[src/common/hsi_params.svh]
`ifndef HSI_PARAMS_SVH
`define HSI_PARAMS_SVH

// Request flags that the receiver hands over at the end of a frame
`define FLAG_CONTROL_COMMAND_WORD 8'h01
`define FLAG_STATUS_REQUEST       8'h02
`define FLAG_DATA_PACKET_REQUEST  8'h03

// CRC-16/CCITT without reflection or final XOR
`define CRC16_POLY 16'h1021
`define CRC16_INIT 16'hFFFF

// Start bit, eight data bits and stop bit
`define SYMBOL_BITS 10

`endif
[src/common/hsi_tx_pkg.sv]
package hsi_tx_pkg;

	// Frame phases of the transmitter
	typedef enum logic [1:0]
	{
		TX_IDLE,
		TX_SDP,
		TX_CRC
	} tx_state_t;

	// What follows the header byte
	typedef enum logic
	{
		PL_STATUS,
		PL_DATA
	} payload_kind_t;

endpackage

[src/common/hsi_link_pkg.sv]
package hsi_link_pkg;

	// One byte as it travels over the serial link
	typedef logic [7:0] hsi_byte_t;

	// Request flag code, also used as the response header byte
	typedef logic [7:0] hsi_flag_t;

	// Running and final CRC-16 value
	typedef logic [15:0] hsi_crc_t;

endpackage

[src/design/hsi_s_tx.sv]
`timescale 1ns/100ps

module hsi_s_tx
	import hsi_link_pkg::*;
	import hsi_tx_pkg::*;
(
	input  logic      clk,
	input  logic      n_rst,
	input  logic      clk_en,
	input  logic      en,
	input  hsi_flag_t rx_flag,
	input  logic      rx_frame_end,
	input  logic      rx_err,
	input  hsi_byte_t status,
	input  hsi_byte_t sd_d,
	input  logic      sd_d_valid,
	input  logic      sd_d_last,
	output logic      sd_d_ready,
	output logic      dat,
	output logic      tx_busy
);
	logic          start;
	payload_kind_t kind;
	hsi_flag_t     flag;
	hsi_byte_t     sdp_byte;
	logic          sdp_valid;
	logic          sdp_ready;
	logic          sdp_end;
	logic          crc_start;
	hsi_byte_t     crc_byte;
	logic          crc_valid;
	logic          crc_ready;
	logic          crc_end;
	hsi_byte_t     tx_byte;
	logic          tx_valid;
	logic          tx_ready;
	logic          tx_xfer;
	logic          coder_idle;
	hsi_crc_t      crc;

	assign tx_xfer = tx_valid & tx_ready; // Every byte the coder takes goes into the CRC

	hsi_s_tx_ctrl u_ctrl (
		.clk(clk),
		.n_rst(n_rst),
		.en(en),
		.rx_frame_end(rx_frame_end),
		.rx_err(rx_err),
		.rx_flag(rx_flag),
		.start(start),
		.kind(kind),
		.flag(flag),
		.sdp_byte(sdp_byte),
		.sdp_valid(sdp_valid),
		.sdp_end(sdp_end),
		.sdp_ready(sdp_ready),
		.crc_start(crc_start),
		.crc_byte(crc_byte),
		.crc_valid(crc_valid),
		.crc_end(crc_end),
		.crc_ready(crc_ready),
		.tx_byte(tx_byte),
		.tx_valid(tx_valid),
		.tx_ready(tx_ready),
		.coder_idle(coder_idle),
		.tx_busy(tx_busy)
	);

	sdp_sender u_sdp (
		.clk(clk),
		.n_rst(n_rst),
		.start(start),
		.kind(kind),
		.flag(flag),
		.status(status),
		.sd_d(sd_d),
		.sd_d_valid(sd_d_valid),
		.sd_d_last(sd_d_last),
		.sd_d_ready(sd_d_ready),
		.q(sdp_byte),
		.q_valid(sdp_valid),
		.q_ready(sdp_ready),
		.msg_end(sdp_end)
	);

	crc_sender u_crc_tx (
		.clk(clk),
		.n_rst(n_rst),
		.crc_start(crc_start),
		.crc(crc),
		.q(crc_byte),
		.q_valid(crc_valid),
		.q_ready(crc_ready),
		.msg_end(crc_end)
	);

	crc16_ccitt_calc u_crc_calc (
		.clk(clk),
		.n_rst(n_rst),
		.clear(start),
		.d(tx_byte),
		.d_en(tx_xfer),
		.crc(crc)
	);

	byte_coder u_coder (
		.clk(clk),
		.n_rst(n_rst),
		.clk_en(clk_en),
		.d(tx_byte),
		.d_valid(tx_valid),
		.d_ready(tx_ready),
		.q(dat),
		.idle(coder_idle)
	);

endmodule

[src/design/hsi_s_tx_ctrl/hsi_s_tx_ctrl.sv]
`timescale 1ns/100ps
`include "hsi_params.svh"

module hsi_s_tx_ctrl
	import hsi_link_pkg::*;
	import hsi_tx_pkg::*;
(
	input  logic          clk,
	input  logic          n_rst,
	input  logic          en,
	input  logic          rx_frame_end,
	input  logic          rx_err,
	input  hsi_flag_t     rx_flag,
	output logic          start,
	output payload_kind_t kind,
	output hsi_flag_t     flag,
	input  hsi_byte_t     sdp_byte,
	input  logic          sdp_valid,
	input  logic          sdp_end,
	output logic          sdp_ready,
	output logic          crc_start,
	input  hsi_byte_t     crc_byte,
	input  logic          crc_valid,
	input  logic          crc_end,
	output logic          crc_ready,
	output hsi_byte_t     tx_byte,
	output logic          tx_valid,
	input  logic          tx_ready,
	input  logic          coder_idle,
	output logic          tx_busy
);
	tx_state_t state;
	logic      known_flag;
	logic      sdp_done;
	logic      crc_done;

	// Request decode
	always_comb
	begin
		known_flag = 1'b1;
		kind = PL_STATUS;
		case (rx_flag)
			`FLAG_CONTROL_COMMAND_WORD,
			`FLAG_STATUS_REQUEST:
				kind = PL_STATUS;
			`FLAG_DATA_PACKET_REQUEST:
				kind = PL_DATA;
			default:
				known_flag = 1'b0;
		endcase
	end

	assign flag = rx_flag;
	assign start = en & rx_frame_end & ~rx_err & known_flag & ~tx_busy & (state == TX_IDLE);

	assign sdp_done = sdp_valid & sdp_ready & sdp_end; // Last payload byte taken by the coder
	assign crc_done = crc_valid & crc_ready & crc_end;

	always_ff @(posedge clk or negedge n_rst)
	begin
		if (!n_rst)
		begin
			state <= TX_IDLE;
			crc_start <= 1'b0;
		end
		else
		begin
			crc_start <= 1'b0;
			if (en)
			begin
				case (state)
					TX_IDLE:
						if (start)
							state <= TX_SDP;
					TX_SDP:
						if (sdp_done)
						begin
							state <= TX_CRC;
							crc_start <= 1'b1; // CRC register holds the final value next cycle
						end
					TX_CRC:
						if (crc_done)
							state <= TX_IDLE;
					default:
						state <= TX_IDLE;
				endcase
			end
		end
	end

	// Busy covers the tail of the frame still shifting out of the coder
	always_ff @(posedge clk or negedge n_rst)
	begin
		if (!n_rst)
			tx_busy <= 1'b0;
		else if (start)
			tx_busy <= 1'b1;
		else if (state == TX_IDLE && coder_idle)
			tx_busy <= 1'b0;
	end

	// Only the source of the current phase talks to the coder
	always_comb
	begin
		tx_byte = sdp_byte;
		tx_valid = 1'b0;
		sdp_ready = 1'b0;
		crc_ready = 1'b0;
		case (state)
			TX_SDP:
			begin
				tx_valid = sdp_valid;
				sdp_ready = tx_ready;
			end
			TX_CRC:
			begin
				tx_byte = crc_byte;
				tx_valid = crc_valid;
				crc_ready = tx_ready;
			end
			default:
				tx_valid = 1'b0;
		endcase
	end

endmodule

[src/design/sdp_sender.sv]
`timescale 1ns/100ps

module sdp_sender
	import hsi_link_pkg::*;
	import hsi_tx_pkg::*;
(
	input  logic          clk,
	input  logic          n_rst,
	input  logic          start,
	input  payload_kind_t kind,
	input  hsi_flag_t     flag,
	input  hsi_byte_t     status,
	input  hsi_byte_t     sd_d,
	input  logic          sd_d_valid,
	input  logic          sd_d_last,
	output logic          sd_d_ready,
	output hsi_byte_t     q,
	output logic          q_valid,
	input  logic          q_ready,
	output logic          msg_end
);
	typedef enum logic [1:0]
	{
		S_IDLE,
		S_HDR,
		S_STAT,
		S_DATA
	} sdp_phase_t;

	sdp_phase_t    phase;
	payload_kind_t kind_r;
	hsi_flag_t     flag_r;
	hsi_byte_t     status_r;
	logic          xfer;

	always_ff @(posedge clk)
	begin
		if (start)
		begin
			flag_r <= flag;
			status_r <= status; // Status is sampled once per request
		end
	end

	always_ff @(posedge clk or negedge n_rst)
	begin
		if (!n_rst)
		begin
			phase <= S_IDLE;
			kind_r <= PL_STATUS;
		end
		else
		begin
			case (phase)
				S_IDLE:
					if (start)
					begin
						phase <= S_HDR;
						kind_r <= kind;
					end
				S_HDR:
					if (xfer)
						phase <= (kind_r == PL_DATA) ? S_DATA : S_STAT;
				S_STAT:
					if (xfer)
						phase <= S_IDLE;
				S_DATA:
					if (xfer && sd_d_last)
						phase <= S_IDLE;
				default:
					phase <= S_IDLE;
			endcase
		end
	end

	always_comb
	begin
		case (phase)
			S_STAT:
				q = status_r;
			S_DATA:
				q = sd_d; // Stream bytes go straight through to the coder
			default:
				q = flag_r;
		endcase
	end

	assign q_valid = (phase == S_HDR) | (phase == S_STAT) | ((phase == S_DATA) & sd_d_valid);
	assign sd_d_ready = (phase == S_DATA) & q_ready;
	assign xfer = q_valid & q_ready;
	assign msg_end = xfer & ((phase == S_STAT) | ((phase == S_DATA) & sd_d_last));

endmodule

[src/design/crc_sender.sv]
`timescale 1ns/100ps

module crc_sender
	import hsi_link_pkg::*;
(
	input  logic      clk,
	input  logic      n_rst,
	input  logic      crc_start,
	input  hsi_crc_t  crc,
	output hsi_byte_t q,
	output logic      q_valid,
	input  logic      q_ready,
	output logic      msg_end
);
	hsi_crc_t crc_r;
	logic     hi_valid;
	logic     lo_valid;

	always_ff @(posedge clk)
	begin
		if (crc_start)
			crc_r <= crc;
	end

	always_ff @(posedge clk or negedge n_rst)
	begin
		if (!n_rst)
		begin
			hi_valid <= 1'b0;
			lo_valid <= 1'b0;
		end
		else if (crc_start)
			hi_valid <= 1'b1;
		else if (hi_valid && q_ready)
		begin
			hi_valid <= 1'b0;
			lo_valid <= 1'b1; // Low byte follows the accepted high byte
		end
		else if (lo_valid && q_ready)
			lo_valid <= 1'b0;
	end

	assign q = hi_valid ? crc_r[15:8] : crc_r[7:0];
	assign q_valid = hi_valid | lo_valid;
	assign msg_end = lo_valid & q_ready;

endmodule

[src/design/crc16_ccitt_calc.sv]
`timescale 1ns/100ps
`include "hsi_params.svh"

module crc16_ccitt_calc
	import hsi_link_pkg::*;
(
	input  logic      clk,
	input  logic      n_rst,
	input  logic      clear,
	input  hsi_byte_t d,
	input  logic      d_en,
	output hsi_crc_t  crc
);
	// Folds one byte in, MSB first, as eight serial shifts
	function automatic hsi_crc_t crc_next(input hsi_crc_t c_in, input hsi_byte_t b);
		hsi_crc_t c;
		c = c_in ^ {b, 8'h00};
		for (int i = 0; i < 8; i++)
		begin
			if (c[15])
				c = (c << 1) ^ `CRC16_POLY;
			else
				c = c << 1;
		end
		return c;
	endfunction

	always_ff @(posedge clk or negedge n_rst)
	begin
		if (!n_rst)
			crc <= `CRC16_INIT;
		else if (clear)
			crc <= `CRC16_INIT; // New frame starts from the seed
		else if (d_en)
			crc <= crc_next(crc, d);
	end

endmodule

[src/design/byte_coder.sv]
`timescale 1ns/100ps
`include "hsi_params.svh"

module byte_coder
	import hsi_link_pkg::*;
(
	input  logic      clk,
	input  logic      n_rst,
	input  logic      clk_en,
	input  hsi_byte_t d,
	input  logic      d_valid,
	output logic      d_ready,
	output logic      q,
	output logic      idle
);
	localparam int CNT_W = $clog2(`SYMBOL_BITS + 1);

	logic [`SYMBOL_BITS-1:0] sh;
	logic [CNT_W-1:0]        cnt;
	logic                    busy;
	logic                    load;

	assign load = d_valid & ~busy;

	// Symbol is stop, data, start so that bit 0 leaves first
	always_ff @(posedge clk)
	begin
		if (load)
			sh <= {1'b1, d, 1'b0};
		else if (busy && clk_en)
			sh <= sh >> 1;
	end

	always_ff @(posedge clk or negedge n_rst)
	begin
		if (!n_rst)
		begin
			busy <= 1'b0;
			cnt <= '0;
			q <= 1'b1;
		end
		else if (load)
		begin
			busy <= 1'b1;
			cnt <= '0;
		end
		else if (busy && clk_en)
		begin
			if (cnt == CNT_W'(`SYMBOL_BITS))
			begin
				busy <= 1'b0; // Stop bit has had its full period
				q <= 1'b1;
			end
			else
			begin
				q <= sh[0];
				cnt <= cnt + 1'b1;
			end
		end
	end

	assign d_ready = ~busy;
	assign idle = ~busy;

endmodule

[config.mk]
export PLATFORM = sky130hd
export DESIGN_NAME = hsi_s_tx
export DESIGN_NICKNAME = d
export VERILOG_FILES = /design/src/common/hsi_tx_pkg.sv /design/src/common/hsi_link_pkg.sv /design/src/design/hsi_s_tx.sv /design/src/design/hsi_s_tx_ctrl/hsi_s_tx_ctrl.sv /design/src/design/sdp_sender.sv /design/src/design/crc_sender.sv /design/src/design/crc16_ccitt_calc.sv /design/src/design/byte_coder.sv
export VERILOG_INCLUDE_DIRS = /design/src /design/src/common
export SDC_FILE = /design/constraint.sdc
export NUM_CORES = 1
export LEC_CHECK = 0
export ABC_AREA = 1
export BUFFER_PORTS_ARGS = -buffer_cell sky130_fd_sc_hd__buf_2
export CAP_MARGIN = 20
export CORE_MARGIN = 2
export CORE_UTILIZATION = 50
export CTS_CLUSTER_SIZE = 10
export DETAILED_ROUTE_END_ITERATION = 10
export HOLD_SLACK_MARGIN = 0.05
export MAX_ROUTING_LAYER = met4
export PLACE_DENSITY = 0.79
export SKIP_LAST_GASP = 1
export SLEW_MARGIN = 20
export SYNTH_ARGS = -nofsm -noshare
export SYNTH_HDL_FRONTEND = slang
export SYNTH_HIERARCHICAL = 1
export SYNTH_SLANG_ARGS = --single-unit
[constraint.sdc]
create_clock -name clk -period 3 [get_ports clk]
set_clock_uncertainty 0.2 [all_clocks]
set_input_delay 0.15 -clock clk [delete_from_list [all_inputs] [get_ports clk]]
set_output_delay 0.15 -clock clk [all_outputs]
set_load 0.005 [all_outputs]
==> qor.txt <==
Status: completed
Die Wd: 93.1 um
Dpl hpwl: 6310 um
Synth-to-Final Area Change: 15.4%
Largest net degree at the start of global routing: 32
Worst EP arrival: 2540 ps
CTS Root Cell: clkbuf_8
Pwr dens: 631 nW/um^2
Filler instances: 625
Fraction of the mapped netlist area in simple logic gates: 24.9%
Main area contributors after synthesis: edfxtp_1 (30%), nand2_1 (14%), dfstp_2 (11%)
Vias: 3135
Synth area leader: edfxtp_1
Max-Cap Viols: 0
Initial core utilization: 51.4%
Setup Viol. Count Final: 0
Slew HR: 50.5%
Share of cells above drive strength 1: 22.5%
Diodes inserted: 0
Yosys warns: 6
Vias in the first global route: 3049
Die area: 8670 um^2
Initial antenna violation count: 0
Hold_ws: 135 ps
Multiplexer area fraction after synthesis: 2.27%
Gr usage total: 22.2%
Sequential fraction of the synthesis area: 51.3%
CP Launch Type: flip-flop
Final net count: 536
Crit share post-route: 90.7%
CTS tree: done
Gr ovfl total: 0
Num rows: 32
CTS-repair resized insts: 0
Largest family of logic cells by synthesized area: simple AND/OR/NAND/NOR gates
Final Hold Fails: 0
GPL Wtd Cong: 1.00
Max Slew Vio Count: 0
Worst Setup End Kind: flip-flop
RSZ-0062 raised after global routing: false
Area share of the largest cell type after synthesis: 30.2%
Critical path class: flip-flop to flip-flop
Critical path peak fanout: 11
Crit path required time: 2820 ps
First-pass GRT wire length: 14400 um
Min-Delay Path Class: primary input to flip-flop
Average wire per standard cell: 14.6 um
Final Util: 59.3%
Number of synthesized register bits: 73
Drt first pass iters: 6
Cells after Synth: 440
Final antenna-violating net count: 0
Post-synthesis instance area: 3970 um^2
Syn nets: 483
I/O Buffers: 34
Syn Area/Cell: 9.03 um^2
Chip height: 93.1 um
Htree depth: 3
Core footprint: 7730 um^2
Deepest clock path buffer count: 2
Slew @ Worst Pin: 742 ps
CTS Buf Count: 9
EDFF count, synth: 40
Ports: 35
Ys async rst share: 42.5%
Maximum vdd ir drop: 0.000335 V
Top_reg_cell synth: edfxtp_1
Final min period: 2720 ps
Synth Area in XOR/XNOR: 0.441%
Fmax: 368 MHz
CTS clk-pin slew, worst paths: 70 ps
Leak Pwr: 2.17 nW
Yosys cell types: 40
Worst-skew pair later-pin latency: 350 ps
Num Clock Sinks: 73
Final TNS setup: 0 ps
Final WL: 8780 um
Initial DRC count: 153
Drc violations: 0
Compound-Gate Fraction of Synth Area: 7.97%
Synth Area in Adders: 3.46%
Vias per cell: 5.23
[cell families after synthesis]
kind of cell	after synthesis
compound gates	46
buf+inv	79
flops	73
fa+ha+maj	11
simple gates	221
xor+xnor	2
mux	8
[placed cells by master (no fill, tap or decap), types with 2 or more instances in the layout]
cell type | synthesis | final
a31oi_1 | 4 | 4
dfstp_2 | 17 | 17
nand2_1 | 152 | 152
nand2_2 | 14 | 14
nor2_4 | 4 | 4
buf_4 | 9 | 4
a21oi_1 | 12 | 12
dfxtp_1 | 2 | 2
nand3b_1 | 4 | 4
o21ai_1 | 3 | 3
edfxtp_1 | 40 | 40
a22oi_1 | 12 | 12
inv_2 | 4 | 4
nor3_1 | 3 | 3
o21ai_0 | 3 | 3
ha_1 | 11 | 11
buf_2 | 3 | 34
nand3_1 | 27 | 27
mux2_2 | 8 | 8
inv_1 | 57 | 57
dfrtp_1 | 14 | 14
xor2_1 | 2 | 2
bufinv_16 | 0 | 2
nor2_1 | 10 | 10
a22o_2 | 4 | 4
clkbuf_8 | 0 | 10
dlygate4sd3_1 | 0 | 21
a22o_1 | 3 | 3
[critical path: stages, from the launching register on]
cell	delay, ps
dfrtp_1	420
inv_1	100
ha_1	460
nand2_1	110
a21boi_0	310
inv_1	130
nor2_4	240
inv_2	130
nand2_1	300
[power breakdown]
part,leakage (nW),total [mW],switching [mW],internal [mW]
sequential,0.742,1.17,0.0489,1.12
combinational,1.32,0.863,0.554,0.309
clock,0.110,0.857,0.367,0.490
[through the flow]
step | total power, mW | cell area [um^2] | setup WS (ps) | cells
after floorplan | 1.82 | 3970 | 796 | 440
after global placement | 1.98 | 4150 | 377 | 563
after detailed placement | 2.02 | 4150 | 259 | 563
after CTS | 2.90 | 4580 | 257 | 600
after global routing | 3.06 | 4580 | 37.6 | 600
final | 2.89 | 4580 | 279 | 600
[synthesized netlist by cell type, types with 2 or more instances]
cell and number:
dfrtp_1 14, inv_1 57, buf_4 9, o21ai_1 3, nor3_1 3, edfxtp_1 40
mux2_2 8, a22o_2 4, nand2_2 14, ha_1 11, a31oi_1 4, nor2_4 4
nand2_1 152, buf_2 3, inv_2 4, a22oi_1 12, a21oi_1 12, xor2_1 2
nand3_1 27, o21ai_0 3, dfxtp_1 2, a22o_1 3, dfstp_2 17, nand3b_1 4
buf_6 4, nor2_1 10
[registers in the layout, summed over array words and instances, names as in the netlist]
| name | count |
|---|---|
| u_coder/busy | 1 |
| u_sdp/kind_r | 1 |
| u_sdp/status_r | 8 |
| u_sdp/flag_r | 8 |
| u_sdp/phase | 2 |
| u_coder/sh | 10 |
| u_coder/cnt | 4 |
| u_crc_tx/crc_r | 16 |
| u_crc_calc/crc | 16 |
| u_crc_tx/lo_valid | 1 |
| u_ctrl/tx_busy | 1 |
| u_coder/q | 1 |
| u_ctrl/state | 2 |
| u_crc_tx/hi_valid | 1 |
| u_ctrl/crc_start | 1 |
[repair_timing]
item,CTS,global route
setup buffers,0,0
hold buffers,21,0
setup endpoints to repair,0,0
hold endpoints to repair,39,0
[layer usage]
| metal | track usage, % | routed length, um | up-vias |
|---|---|---|---|
| met5 | - | 0 | - |
| li1 | - | - | 1520 |
| met1 | 26.4 | 3830 | 1470 |
| met4 | 10.4 | 279 | 0 |
| met2 | 36.6 | 4240 | 116 |
| met3 | 4.51 | 431 | 29 |
[path summary, 6_finish.rpt]
path                                endpoint  slack [ps]       startpoint  cells past startpoint
max                            u_coder/sh[4]         280  u_ctrl/state[0]                      8
min                          u_ctrl/state[1]         130     rx_frame_end                      7
max reg2reg                    u_coder/sh[4]         280  u_ctrl/state[0]                      8
min reg2reg                        u_coder/q         260    u_coder/sh[0]                      2
max in group asynchronous     u_coder/cnt[0]        1920            n_rst                      2
min in group asynchronous  u_crc_tx/lo_valid         200            n_rst                      2
[area by class of cell]
| type | instances | area [um^2] | share of cell area [%] |
|---|---|---|---|
| inverter | 62 | 238 | 5.19 |
| sequential | 73 | 2040 | 44.5 |
| clock inverter | 5 | 78.8 | 1.72 |
| tap | 102 | 128 | 2.78 |
| multi-input combinational | 288 | 1550 | 33.8 |
| timing repair buffer | 59 | 410 | 8.95 |
| clock buffer | 11 | 141 | 3.08 |
Note: power is estimated with default switching activity, not from simulation.
